--- src/hdl/uart_cfg_pkg.sv ---
package uart_cfg_pkg;

   localparam int WORD_WIDTH   = 8;
   localparam int OVERSAMPLING = 16;                  // ticks per bit
   localparam int CLK_PER_TICK = 4;                   // so one bit lasts 64 clocks
   localparam int DATA_WIDTH   = WORD_WIDTH + 1;      // data plus the optional parity bit
   localparam int NUM_CH       = 2;

   localparam int TICK_MID     = OVERSAMPLING / 2 - 1;  // half a bit, counted down to zero
   localparam int TICK_CNT_W   = $clog2(OVERSAMPLING);
   localparam int BIT_CNT_W    = $clog2(DATA_WIDTH);

   typedef logic [$clog2(NUM_CH)-1:0] ch_idx_t;

endpackage

--- src/hdl/rx_buf_pkg.sv ---
package rx_buf_pkg;

   localparam int BUF_DEPTH = 8;
   localparam int BUF_AW    = $clog2(BUF_DEPTH);

   // the top bit of a pointer tells a full buffer from an empty one
   typedef logic [BUF_AW:0] buf_ptr_t;

   typedef struct packed {
      logic [uart_cfg_pkg::WORD_WIDTH-1:0] data;
      uart_cfg_pkg::ch_idx_t               channel;
      logic                                parity_err;
      logic                                frame_err;
      logic                                overrun;   // later frames were lost while this one waited
   } rx_entry_t;

endpackage

--- src/hdl/uart_rx_des.sv ---
module uart_rx_des
   import uart_cfg_pkg::*;
(
   input  logic                  clk,
   input  logic                  rst_n,
   input  logic                  tick,
   input  logic                  din,
   input  logic                  parity_en,
   output logic [DATA_WIDTH-1:0] dout,
   output logic                  frame_err,
   output logic                  done,
   output logic                  active
);

   typedef enum logic [1:0] {
      IDLE      = 2'b00,
      START_BIT = 2'b01,
      DATA      = 2'b10,
      STOP_BIT  = 2'b11
   } state_t;

   state_t                state, state_nxt;
   logic [TICK_CNT_W-1:0] tick_ctr, tick_ctr_nxt;
   logic [BIT_CNT_W-1:0]  bit_ctr, bit_ctr_nxt;
   logic [BIT_CNT_W-1:0]  last_bit;
   logic [DATA_WIDTH-1:0] d, d_nxt;
   logic                  din_q;

   assign last_bit = parity_en ? BIT_CNT_W'(DATA_WIDTH - 1) : BIT_CNT_W'(WORD_WIDTH - 1);

   always_ff @(posedge clk or negedge rst_n) begin
      if (!rst_n) begin
         state    <= IDLE;
         tick_ctr <= '0;
         bit_ctr  <= '0;
         din_q    <= 1'b1;   // line idles high
      end else begin
         state    <= state_nxt;
         tick_ctr <= tick_ctr_nxt;
         bit_ctr  <= bit_ctr_nxt;
         din_q    <= din;
      end
   end

   always_ff @(posedge clk) begin
      d <= d_nxt;
   end

   always_comb begin
      state_nxt    = state;
      tick_ctr_nxt = tick_ctr;
      bit_ctr_nxt  = bit_ctr;
      d_nxt        = d;
      done         = 1'b0;
      frame_err    = 1'b0;

      case (state)
         IDLE: begin
            // only a falling edge starts a frame, so a low stop bit is not taken as a start
            if (din_q && !din) begin
               state_nxt    = START_BIT;
               tick_ctr_nxt = TICK_CNT_W'(TICK_MID);
            end
         end
         START_BIT: begin
            if (tick) begin
               tick_ctr_nxt = tick_ctr - 1'b1;
               if (tick_ctr == 0) begin
                  state_nxt    = DATA;
                  bit_ctr_nxt  = '0;
                  tick_ctr_nxt = TICK_CNT_W'(OVERSAMPLING - 1);
               end
            end
         end
         DATA: begin
            if (tick) begin
               tick_ctr_nxt = tick_ctr - 1'b1;
               if (tick_ctr == 0) begin
                  d_nxt        = {din, d[DATA_WIDTH-1:1]};   // lsb first, fills from the top
                  tick_ctr_nxt = TICK_CNT_W'(OVERSAMPLING - 1);
                  if (bit_ctr == last_bit)
                     state_nxt = STOP_BIT;
                  else
                     bit_ctr_nxt = bit_ctr + 1'b1;
               end
            end
         end
         STOP_BIT: begin
            if (tick) begin
               tick_ctr_nxt = tick_ctr - 1'b1;
               if (tick_ctr == 0) begin
                  state_nxt = IDLE;
                  if (din)
                     done = 1'b1;
                  else
                     frame_err = 1'b1;
               end
            end
         end
      endcase
   end

   assign dout   = d;
   assign active = state != IDLE;

   // the counters step once per tick, so a tick lasts one clock
   a_tick_pulse : assert property (@(posedge clk) disable iff (!rst_n) tick |=> !tick);

endmodule

--- src/hdl/rx_channel.sv ---
module rx_channel
   import uart_cfg_pkg::*, rx_buf_pkg::*;
(
   input  logic      clk,
   input  logic      rst_n,
   input  logic      din,
   input  logic      tick,
   input  logic      parity_en,
   input  ch_idx_t   ch,
   input  logic      gnt,
   output logic      req,
   output rx_entry_t entry,
   output logic      active
);

   logic [DATA_WIDTH-1:0] dout;
   logic                  done;
   logic                  frame_err;
   logic                  fin;
   logic                  load;
   logic                  ovr;
   logic [WORD_WIDTH-1:0] word;
   logic                  par_bit;
   rx_entry_t             held;

   uart_rx_des des0 (
      .clk       (clk),
      .rst_n     (rst_n),
      .tick      (tick),
      .din       (din),
      .parity_en (parity_en),
      .dout      (dout),
      .frame_err (frame_err),
      .done      (done),
      .active    (active)
   );

   // without parity the word sits one bit higher in the shift register
   assign word    = parity_en ? dout[WORD_WIDTH-1:0] : dout[DATA_WIDTH-1:DATA_WIDTH-WORD_WIDTH];
   assign par_bit = dout[DATA_WIDTH-1];
   assign fin     = done | frame_err;
   assign load    = fin && (!req || gnt);   // slot is free or is being written this edge

   always_ff @(posedge clk or negedge rst_n) begin
      if (!rst_n) begin
         req <= 1'b0;
         ovr <= 1'b0;
      end else if (load) begin
         req <= 1'b1;
         ovr <= 1'b0;
      end else if (fin) begin
         ovr <= 1'b1;   // the new frame is dropped
      end else if (gnt) begin
         req <= 1'b0;
      end
   end

   always_ff @(posedge clk) begin
      if (load)
         held <= '{data: word, channel: ch, parity_err: parity_en & (^word ^ par_bit),
                   frame_err: frame_err, overrun: 1'b0};
   end

   always_comb begin
      entry         = held;
      entry.overrun = ovr;
   end

   // a write is only granted while an entry is held
   a_gnt_held : assert property (@(posedge clk) disable iff (!rst_n) gnt |-> req);

endmodule

--- config.mk ---
export PLATFORM = sky130hd
export DESIGN_NAME = rx_channel
export DESIGN_NICKNAME = d
export VERILOG_FILES = /design/src/hdl/uart_cfg_pkg.sv /design/src/hdl/rx_buf_pkg.sv /design/src/hdl/uart_rx_des.sv /design/src/hdl/rx_channel.sv
export SDC_FILE = /design/constraint.sdc
export NUM_CORES = 1
export LEC_CHECK = 0
export BUFFER_PORTS_ARGS = -buffer_cell sky130_fd_sc_hd__buf_2
export CAP_MARGIN = 40
export CORE_AREA = 2 2 61 63
export DETAILED_ROUTE_END_ITERATION = 8
export DIE_AREA = 0 0 63 65
export GPL_TIMING_DRIVEN = 0
export PLACE_DENSITY = 0.68
export SYNTH_ARGS = -nofsm -noshare
export SYNTH_HDL_FRONTEND = slang
export SYNTH_SLANG_ARGS = --single-unit
--- constraint.sdc ---
create_clock -name clk -period 4.7 [get_ports clk]
set_clock_uncertainty 0.2 [all_clocks]
set_input_delay 0.235 -clock clk [delete_from_list [all_inputs] [get_ports clk]]
set_output_delay 0.235 -clock clk [all_outputs]
set_load 0.05 [all_outputs]
==> reports/summary.txt <==
LEAKAGE: 0.798 nW
f_max: 461 MHz
wire per inst: 14.5 um
status: finished clean
crit path max fanout: 11
Post-Route WL: 3.03 mm
P&R area growth vs syn: 18.4%
Inst Count DP: 197
Final Critical Period: 2170 ps
first-pass GRT wire length: 5.31 mm
Top-Level Pins: 21
Final WS setup: 2530 ps
endpoints failing hold: 0
Num CTS Buffers: 5
setup_tns: 0 ps
root buffer cell: clkbuf_4
CTS tree: built
CP startpoint kind: flip-flop
Mapped Nets: 143
power consumption: 1.06 mW
synth top area cells: edfxtp_1 37%, dfrtp_1 18%, ha_1 5.3%
Synth async-reset ratio: 39.4%
share of post-route cells with drive strength above 1: 26.7%
Compound-Gate Fraction of Synth Area: 12.7%
Die X: 63 um
Rel. slew slack: 63.8%
First-pass DRT Iterations: 4
Yosys top cell by area: edfxtp_1
Worst EP required: 4480 ps
drt initial violations: 39
Vias: 1105
core box area: 3500 um^2
Seq/Total Area, Yosys: 56.3%
vias per cell: 5.29
number of clock sinks: 33
worst path arrival time: 1950 ps
cell with the most instances after synthesis: edfxtp_1
Adder-Cell Fraction of Synth Area: 5.32%
Synth Cell Area: 1650 um^2
full die area: 4100 um^2
final core utilization: 55.7%
largest net degree at the start of global routing: 14
die span in y: 65 um
antenna violation net count after detailed routing: 0
fin. max-slew vios: 0
RSZ-0062 raised after global routing: false
DRC viols: 0
H-Tree Depth: 2
#FFs+latches synth: 33
Least-Margin Pin Slew: 542 ps
gr ovfl total: 0
MaxCap Viol Count: 0
clock slew seen by the registers of the worst setup and hold paths: 100 ps
Netlist cell types: 43
warning count from the yosys run: 0
hpwl dp: 2.13 mm
Clock Path Buffers: 2
Non-Filler Instances: 209
Initial Util: 47.1%
Post-synth EDFFs: 20
Port-buffer cells: 20
GP Congestion: 0.811
pre-CTS setup slack: 2500 ps
classification of the worst setup path: reg -> reg
Post-CTS Resized: 0
post-route design area: 1950 um^2
Mapped Cells: 129
Layout Nets: 174
vias in the first global route: 1170
ys flop type: edfxtp_1
Final Cycle Share: 46.2%
Total GRT Usage: 17.2%
Core Rows: 22
Hold Crit Class: in -> reg
Max IR drop VDD: 0.345 mV
post-synthesis mux area share: 5.70%
Power Density: 544 nW/um^2
initial antenna violation count: 0
Synth top cells by count: 20 x edfxtp_1, 12 x dfrtp_1, 8 x inv_1, 8 x o21ai_0
Syn Area/Cell: 12.8 um^2
xor/xnor cell area share of the yosys netlist: 4.56%
main combinational cell family by area after synthesis: compound AO/OA/AOI/OAI gates
clock insertion delay at the later pin of the skew report: 340 ps
WHS: 90.1 ps
Crit. End Element: flip-flop
Cell Area, Placed: 1810 um^2
Post-Synth Simple-Gate Area: 11.7%
Final Setup Violations: 0
diode count: 0
area fraction of the dominant cell type after synthesis: 36.5%
-- state kept, by name, summed over array words and instances, names as in the netlist --
| name | flops |
|---|---|
| entry | 11 |
| des0.dout | 9 |
| des0.bit_ctr | 4 |
| des0.tick_ctr | 4 |
| des0.state | 2 |
| des0.din_q | 1 |
| ovr | 1 |
| req | 1 |
-- layer usage --
layer | vias up | track usage, % | share of wire, %
met5 | - | 0 | 0
met4 | 0 | 10.0 | 2.1
met3 | 8 | 5.03 | 5.5
met2 | 31 | 28.2 | 50
met1 | 525 | 20.2 | 43
li1 | 541 | - | -
-- report_power, final --
group	internal, mW	switching, mW
clock network	0.165	0.0995
logic	0.161	0.231
registers	0.356	0.0467
total	0.682	0.377
-- worst max-delay path: stages (launching register included) --
cell and delay, ps:
dfrtp_1 390, inv_1 110, ha_1 230, and4bb_1 260, buf_6 150, and3_1 490
-- final timing paths --
kind	start	end	slack (ps)	cells after the start
setup / recovery	des0.tick_ctr[0]	entry[5]	2530	5
setup reg to reg	des0.tick_ctr[0]	entry[5]	2530	5
min in group asynchronous	rst_n	des0.bit_ctr[2]	110	2
max in group asynchronous	rst_n	des0.din_q	3900	2
hold / removal	parity_en	entry[4]	90	2
hold reg to reg	ovr	ovr	310	2
-- cell families (layout without fill, tap and decap cells) --
logic type	Yosys count	after routing
adder cells (fa/ha/maj)	7	7
XOR/XNOR	7	7
flip-flops	33	33
buffers and inverters	12	44
multiplexers	8	8
AO/OA/AOI/OAI	28	28
AND/OR/NAND/NOR	34	34
-- placed cells by master, fill, tap and decap left out, types with 5 or more instances in the layout --
cell type / count
xnor2_1: 5
edfxtp_1: 20
o21ai_0: 8
dfrtp_1: 12
nand2_1: 7
nor2_1: 6
ha_1: 7
inv_1: 8
clkbuf_4: 5
buf_2: 20
mux2_2: 7
-- cell type report --
cell class | instances | area (um^2)
Buffer | 4 | 30.0
Clock buffer | 5 | 37.5
Clock inverter | 3 | 65.1
Fill cell | 314 | 1550
Inverter | 8 | 30.0
Multi-Input combinational cell | 84 | 658
Sequential cell | 33 | 927
Tap cell | 48 | 60.1
Timing Repair Buffer | 24 | 140
-- what timing repair did --
item,CTS,global route
buffers inserted,0,0
endpoints found under the hold margin,17,0
hold buffers,4,0
(Power assumes the default switching activity.)
