$ cat config.mk
export PLATFORM = sky130hd
export DESIGN_NAME = rx_buffer
export DESIGN_NICKNAME = d
export VERILOG_FILES = /design/src/hdl/uart_cfg_pkg.sv /design/src/hdl/rx_buf_pkg.sv /design/src/hdl/rx_buffer.sv
export SDC_FILE = /design/constraint.sdc
export NUM_CORES = 1
export LEC_CHECK = 0
export BUFFER_PORTS_ARGS = -buffer_cell sky130_fd_sc_hd__buf_4
export CORE_MARGIN = 8
export CORE_UTILIZATION = 35
export CTS_BUF_LIST = sky130_fd_sc_hd__clkbuf_4
export CTS_CLUSTER_SIZE = 30
export DETAILED_ROUTE_END_ITERATION = 8
export PLACE_DENSITY_LB_ADDON = 0.15
export SYNTH_ARGS = -nofsm -noshare
export SYNTH_HDL_FRONTEND = slang
export SYNTH_SLANG_ARGS = --single-unit
$ cat constraint.sdc
create_clock -name clk -period 3.2 [get_ports clk]
set_input_delay 0 -clock clk [delete_from_list [all_inputs] [get_ports clk]]
set_output_delay 0 -clock clk [all_outputs]
set_load 0.03 [all_outputs]
$ cat src/hdl/uart_cfg_pkg.sv
package uart_cfg_pkg;

   localparam int WORD_WIDTH   = 8;
   localparam int OVERSAMPLING = 16;                  // ticks per bit
   localparam int CLK_PER_TICK = 4;                   // so one bit lasts 64 clocks
   localparam int DATA_WIDTH   = WORD_WIDTH + 1;      // data plus the optional parity bit
   localparam int NUM_CH       = 2;

   localparam int TICK_MID     = OVERSAMPLING / 2 - 1;  // half a bit, counted down to zero
   localparam int TICK_CNT_W   = $clog2(OVERSAMPLING);
   localparam int BIT_CNT_W    = $clog2(DATA_WIDTH);

   typedef logic [$clog2(NUM_CH)-1:0] ch_idx_t;

endpackage

$ cat src/hdl/rx_buf_pkg.sv
package rx_buf_pkg;

   localparam int BUF_DEPTH = 8;
   localparam int BUF_AW    = $clog2(BUF_DEPTH);

   // the top bit of a pointer tells a full buffer from an empty one
   typedef logic [BUF_AW:0] buf_ptr_t;

   typedef struct packed {
      logic [uart_cfg_pkg::WORD_WIDTH-1:0] data;
      uart_cfg_pkg::ch_idx_t               channel;
      logic                                parity_err;
      logic                                frame_err;
      logic                                overrun;   // later frames were lost while this one waited
   } rx_entry_t;

endpackage

$ cat src/hdl/rx_buffer.sv
module rx_buffer
   import rx_buf_pkg::*;
(
   input  logic      clk,
   input  logic      rst_n,
   input  logic      wr_en,
   input  rx_entry_t wr_entry,
   input  logic      pop,
   output logic      full,
   output logic      empty,
   output rx_entry_t head
);

   rx_entry_t mem [BUF_DEPTH];
   buf_ptr_t  wr_ptr;
   buf_ptr_t  rd_ptr;

   assign empty = wr_ptr == rd_ptr;
   // same slot, opposite lap
   assign full  = (wr_ptr[BUF_AW] != rd_ptr[BUF_AW]) &&
                  (wr_ptr[BUF_AW-1:0] == rd_ptr[BUF_AW-1:0]);
   assign head  = mem[rd_ptr[BUF_AW-1:0]];   // fall-through read

   always_ff @(posedge clk) begin
      if (wr_en && !full)
         mem[wr_ptr[BUF_AW-1:0]] <= wr_entry;
   end

   always_ff @(posedge clk or negedge rst_n) begin
      if (!rst_n) begin
         wr_ptr <= '0;
         rd_ptr <= '0;
      end else begin
         if (wr_en && !full)
            wr_ptr <= wr_ptr + 1'b1;
         if (pop && !empty)
            rd_ptr <= rd_ptr + 1'b1;
      end
   end

   a_no_overflow : assert property (@(posedge clk) disable iff (!rst_n) wr_en |-> !full);
   a_no_underflow : assert property (@(posedge clk) disable iff (!rst_n) pop |-> !empty);

endmodule

==> results of run 1 <==
## worst paths after layout
check                       startpoint   endpoint  slack (ns)  cells past startpoint
min                        wr_entry[6]  mem[6][6]        0.32                      2
max                          rd_ptr[0]   head[10]        0.72                      4
max reg2reg                  wr_ptr[2]  mem[7][0]        0.87                      3
max in group asynchronous        rst_n  wr_ptr[1]        2.40                      3
min reg2reg                  wr_ptr[3]  wr_ptr[3]        0.68                      2
min in group asynchronous        rst_n  rd_ptr[2]        0.53                      3
## power by group through the flow
stage | Sequential [W] | Combinational [W] | Clock [W]
final | 0.00187 | 0.00198 | 0.000712
after global routing | 0.00189 | 0.00212 | 0.000790
after CTS | 0.00187 | 0.00203 | 0.000737
after detailed placement | 0.00190 | 0.00200 | 0
after global placement | 0.00189 | 0.00202 | 0
after floorplan | 0.00183 | 0.00146 | 0
## flip-flops by register name, summed over array words and instances, names as in the netlist
name    cells
mem        96
rd_ptr      4
wr_ptr      4
## cell usage after synthesis
master,number
nand3_1,1
nor2_1,2
buf_6,3
mux2_2,12
xor2_2,1
mux4_1,18
ha_1,2
xnor2_1,6
nand4_1,2
nand2b_1,1
inv_1,1
xor2_1,4
buf_2,4
buf_8,1
nor4_1,3
o311ai_0,2
nor4_4,1
o41ai_2,2
mux4_2,6
nor4b_1,4
clkbuf_1,2
a41oi_1,2
mux2_1,2
a311o_1,2
nand2_1,6
buf_4,1
xor2_4,1
dfrtp_1,8
edfxtp_1,96
## layout make-up
type | instances | area share, %
Inverter | 1 | 0.0741
Tap cell | 147 | 3.63
Clock buffer | 9 | 1.33
Clock inverter | 7 | 1.70
Timing Repair Buffer | 56 | 9.09
Sequential cell | 104 | 60.8
Multi-Input combinational cell | 80 | 23.3
## cells by family (layout without fill, tap and decap cells)
family | after synthesis | in the layout
buffers and inverters | 12 | 73
XOR/XNOR | 12 | 12
multiplexers | 38 | 38
AO/OA/AOI/OAI | 8 | 8
AND/OR/NAND/NOR | 20 | 20
adder cells (fa/ha/maj) | 2 | 2
flip-flops | 104 | 104
## layer usage
layer,vias up,routed length [µm]
met4,0,142
met2,41,3990
met3,12,336
li1,952,-
met1,1107,4310
met5,-,0
## what timing repair did
action | 4_1_cts | 5_1_grt
hold buffers | 16 | 0
endpoints found under the hold margin | 111 | 0
setup endpoints to repair | 0 | 0
## stage by stage
| step | setup WS, ns | instances | utilization (%) |
|---|---|---|---|
| finish | 0.718 | 404 | 42.2 |
| global route | 0.601 | 404 | 42.2 |
| CTS | 0.661 | 404 | 42.2 |
| detailed placement | 0.867 | 372 | 39.6 |
| global placement | 0.877 | 372 | 39.6 |
| floorplan | 0.328 | 196 | - |
==> summary.md, run 1 <==
| Metric | Value |
|---|---|
| Cell row count | `40` |
| Buf/Inv on CP | `2` |
| Power Total | `0.00456 W` |
| Clock power frac | `15.6%` |
| XOR/XNOR share of the synthesized area | `3.05%` |
| Comb power frac | `43.4%` |
| Vias per cell | `roughly 5.2` |
| Post-Syn Area | `0.00431 mm²` |
| Slowest Stage Delay on Critical Path | `~0.70 ns` |
| Sink Count | `104` |
| Number of global-route vias before repair | `2197` |
| Simple-Gate Fraction of Synth Area | `2.99%` |
| IO Count | `30` |
| Adder-cell share of the synthesized area | `less than 1%` |
| Sequence of cells on the critical path | `buf_4 -> mux4_1 -> mux2_2 -> buf_4` |
| Most common cell after layout, fill and taps aside | `edfxtp_1` |
| Final hold vios | `0` |
| Post-DR wirelength/cell | `between 20 and 25 µm` |
| WP data required | `3.20 ns` |
| Starting DRT DRC Count | `113` |
| Slowest CP cell | `mux4_1` |
| Die ar. | `0.0161 mm²` |
| Final instance area | `0.00507 mm²` |
| Period utilization | `between 70% and 80%` |
| Internal power | `about 0.0028 W` |
| Setup CP Type | `register to primary output` |
| GR Util met2 | `between 10% and 20%` |
| Share of cells above drive strength 1 | `approximately a third` |
| Final TNS setup | `0 ns` |
| GRT Total Usage | `11.3%` |
| Cell mode on critical path | `buf_4` |
| Initial antenna violation count | `0` |
| Critical Path AT | `2.48 ns` |
| VDD IR max | `0.321 mV` |
| Crit. End Element | `primary output` |
| Num CTS Buffers | `9` |
| Post-layout nets | `270` |
| Critical path peak fanout | `28` |
| Met3 track demand over resource | `between 1.5 and 2%` |
| Fmax | `0.403 GHz` |
| Register area | `0.00308 mm²` |
| Die height | `127 µm` |
| Switching Fraction | `between 30% and 40%` |
| Commonest cells after routing, fill and taps aside | `edfxtp_1, buf_4, mux4_1` |
| Die X | `127 µm` |
| Area Overhead vs Synth | `17.6%` |
| Post-CTS Setup Inserts | `0` |
| Top Family by Delay on Critical Path | `multiplexers` |
| Worst Tran Pin Value | `between 1 and 1.5 ns` |
| Unrepaired setup endpoints after global routing | `no` |
| HPWL Detailed | `5560 µm` |
| Post-synth cell types | `29` |
| Max-slew violations | `0` |
| I/O Buffers | `29` |
| Leak Pwr | `1.71 nW` |
| Vias | `2112` |
| Ranking of synthesized cells by area | `edfxtp_1, mux4_1, dfrtp_1` |
| Final Critical Period | `between 2 and 2.5 ns` |
| Flop pwr share | `40.9%` |
| Largest buffer count on any clock path | `2` |
| Hold_ws | `0.315 ns` |
| Max-cap violations | `0` |
| Multi-input logic area | `0.00118 mm²` |
| Largest family of logic cells by synthesized area | `multiplexers` |
| Diodes inserted | `0` |
| Hold WC Path Type | `input port to register` |
| Post-DP Area | `0.00475 mm²` |
| Yosys warning total | `0` |
| CTS tree | `yes` |
| Avg Cell Area, Syn | `between 20 and 25 µm²` |
| Startpoint Class | `register` |
| Starting Density | `35.9%` |
| Worst-Skew Late Latency | `0.46 ns` |
| Clock slew at reported path FFs | `about 0.18 ns` |
| Area share of the largest cell type after synthesis | `66.9%` |
| TritonRoute pass-1 iters | `4` |
| Layout fillers | `1071` |
| Slew headroom | `27.9%` |
| ANT nets after route | `0` |
| Largest net degree at the start of global routing | `29` |
| Core area | `~0.012 mm²` |
| Met1 Resource Use GR | `15.7%` |
| H-tree Lvls | `3` |
| Outcome | `finished clean` |
| Compound-Gate Fraction of Synth Area | `2.03%` |
| Post-Synthesis Cells | `between 150 and 200` |
| Global route overflow | `0` |
| Root buffer cell | `clkbuf_4` |
| Power per Cell Area | `about 900 mW/mm²` |
| WL final | `8780 µm` |
| Top Usage Layer GRT | `met2` |
| Setup Skew | `slightly above 0.02 ns` |
| Final setup violation count | `0` |
| Sw Pwr | `~0.0017 W` |
| First-pass GRT wire length | `13500 µm` |
| RePlAce Congestion | `0.681` |
| Seq/Total Area, Yosys | `71.5%` |
| Count of state elements after synthesis | `about 100` |
| Leading area contributor after synthesis | `edfxtp_1` |
| Post_cts resized | `0` |
| Drt drc | `0` |
| Syn Nets | `214` |
| Post-synthesis mux area share | `between 10% and 20%` |
Note: power is estimated with default switching activity, not from simulation.
==> run 2: changes to the inputs <==
==> constraint.sdc (replaced) <==
create_clock -name clk -period 2.6 [get_ports clk]
set_input_delay 0 -clock clk [delete_from_list [all_inputs] [get_ports clk]]
set_output_delay 0 -clock clk [all_outputs]
set_load 0.03 [all_outputs]
==> run 2 against run 1 <==
  * Clock skew grew 0.0031 ns
  * Critical path type unchanged
  * Cell count rose by 1.7%
  * Die area unchanged
==> summary.md, run 2 (synthesis gave the netlist of run 1 again) <==
| Metric | Value |
|---|---|
| Outcome | `finished clean (unchanged)` |
| Largest buffer count on any clock path | `2 (unchanged)` |
| Die height | `127 µm (unchanged)` |
| CTS tree | `yes (unchanged)` |
| Power Total | `0.00552 W (was 0.00456 W)` |
| Number of global-route vias before repair | `2163 (was 2197)` |
| R2R Path Start | `wr_ptr[0] (was wr_ptr[2])` |
| Post_cts resized | `0 (unchanged)` |
| Final Critical Period | `2.39 ns` |
| Initial antenna violation count | `0 (unchanged)` |
| Setup WS pre-CTS | `0.439 ns (was 0.867 ns)` |
| Startpoint Class | `register (unchanged)` |
| Die X | `127 µm (unchanged)` |
| WL final | `8180 µm (was 8780 µm)` |
| Post-CTS Setup Inserts | `0 (unchanged)` |
| Largest register FFs | `96 (unchanged)` |
| Critical Path AT | `2.39 ns (was 2.48 ns)` |
| Largest net degree at the start of global routing | `29 (unchanged)` |
| Starting DRT DRC Count | `79 (was 113)` |
| Share of cells above drive strength 1 | `34.8% (was 33.5%)` |
| Max-slew violations | `0 (unchanged)` |
| VDD IR max | `0.483 mV (was 0.321 mV)` |
| Diodes inserted | `0 (unchanged)` |
| Hold WC Path Type | `input port to register (unchanged)` |
| Commonest cells after routing, fill and taps aside | `edfxtp_1, buf_4, mux4_1 (unchanged)` |
| Final hold vios | `0 (unchanged)` |
| Core area | `0.0120 mm² (unchanged)` |
| Starting Density | `35.9% (unchanged)` |
| Area Overhead vs Synth | `18.4% (was 17.6%)` |
| Flop2flop setup slack | `0.43 ns (was 0.87 ns)` |
| Num CTS Buffers | `9 (unchanged)` |
| Crit. End Element | `primary output (unchanged)` |
| Layout fillers | `1070 (was 1071)` |
| Critical path peak fanout | `20 (was 28)` |
| Leak Pwr | `1.74 nW (was 1.71 nW)` |
| HPWL Detailed | `5140 µm (was 5560 µm)` |
| Non-Filler Instances | `411 (was 404)` |
| H-tree Lvls | `3 (unchanged)` |
| WP data required | `2.60 ns (was 3.20 ns)` |
| Global route overflow | `0 (unchanged)` |
| GRT Total Usage | `10.8% (was 11.3%)` |
| First-pass GRT wire length | `12800 µm (was 13500 µm)` |
| Sink Count | `104 (unchanged)` |
| Setup CP Type | `register to primary output (unchanged)` |
| Clock slew at reported path FFs | `0.16 ns (was 0.18 ns)` |
| Fmax | `between 0.4 and 0.5 GHz` |
| Reg-to-Reg End | `mem[5][5] (was mem[7][0])` |
| Setup Skew | `0.0237 ns (was 0.0207 ns)` |
| RePlAce Congestion | `0.694 (was 0.681)` |
| Vias per cell | `5.04 (was 5.23)` |
| Post-layout nets | `277 (was 270)` |
| Slew headroom | `67.7% (was 27.9%)` |
| Period utilization | `approximately 90%` |
| Worst setup margin | `0.206 ns (was 0.718 ns)` |
| Critical Path Start | `rd_ptr[0] (unchanged)` |
| Worst-Skew Late Latency | `0.47 ns (was 0.46 ns)` |
| Hold_ws | `0.303 ns (was 0.315 ns)` |
| Cell row count | `40 (unchanged)` |
| IO Count | `30 (unchanged)` |
| Worst Tran Pin Value | `0.481 ns (was 1.08 ns)` |
| Drt drc | `0 (unchanged)` |
| Power per Cell Area | `1080 mW/mm² (was 899 mW/mm²)` |
| Placed cells | `379 (was 372)` |
| Die ar. | `0.0161 mm² (unchanged)` |
| Max-cap violations | `0 (unchanged)` |
| TritonRoute pass-1 iters | `4 (unchanged)` |
| Post-DR wirelength/cell | `19.9 µm (was 21.7 µm)` |
| Root buffer cell | `clkbuf_4 (unchanged)` |
| Unrepaired setup endpoints after global routing | `no (unchanged)` |
| Most common cell after layout, fill and taps aside | `edfxtp_1 (unchanged)` |
| Vias | `2070 (was 2112)` |
| Worst reg2reg path depth | `5 (was 3)` |
| Setup crit end | `head[7] (was head[10])` |
| I/O Buffers | `29 (unchanged)` |
| ANT nets after route | `0 (unchanged)` |
| Final setup violation count | `0 (unchanged)` |
## run 2: what timing repair did
item | CTS | global route
endpoints found under the hold margin | 112 | 0
endpoints found under the setup margin | 0 | 0
hold buffers | 16 | 0
## run 2: through the flow
stage / utilization (%) / TNS, ns / cell area, µm²
floorplan: - / -17.91 / 4310
global placement: 40.0 / 0 / 4810
detailed placement: 40.0 / 0 / 4810
CTS: 42.5 / 0 / 5100
global route: 42.5 / 0 / 5100
finish: 42.5 / 0 / 5100
## run 2: layout make-up
| cell class | count | area (µm²) | area share, % |
|---|---|---|---|
| clock buffer | 10 | 75.1 | 1.47 |
| multi-input combinational | 80 | 1180 | 23.2 |
| tap | 147 | 184 | 3.61 |
| sequential | 104 | 3080 | 60.4 |
| timing repair buffer | 63 | 513 | 10.1 |
| clock inverter | 6 | 60.1 | 1.18 |
| inverter | 1 | 3.75 | 0.0736 |
## run 2: where the power goes
part           switching (W)  leakage, nW  total, W  internal [W]
Clock               0.000513       0.0738  0.000813      0.000300
Combinational        0.00133        0.704   0.00238       0.00105
Sequential          0.000191        0.967   0.00233       0.00213
Total                0.00203         1.74   0.00552       0.00349
## run 2: worst min-delay path by stage
stage | start | endpoint | slack [ns] | depth (start not counted)
after detailed placement | rst_n | wr_ptr[3] | -0.17 | 1
final | wr_entry[0] | mem[1][0] | 0.30 | 2
after CTS | wr_entry[10] | mem[2][10] | 0.27 | 2
after floorplan | rst_n | rd_ptr[0] | -0.30 | 0
after global placement | rst_n | wr_ptr[3] | -0.17 | 1
after global routing | wr_entry[10] | mem[2][10] | 0.27 | 2
## run 2: layer usage
metal	up-vias	global-route usage, %	wire (µm)
li1	957	-	-
met3	9	3.60	317
met4	0	3.78	108
met2	30	17.1	3910
met5	-	0	0
met1	1074	13.4	3840
## run 2: critical path: stages, from the launching register on
cell and delay, ns:
dfrtp_1 0.44, buf_4 0.38, mux4_1 0.63, mux2_2 0.30, buf_4 0.17
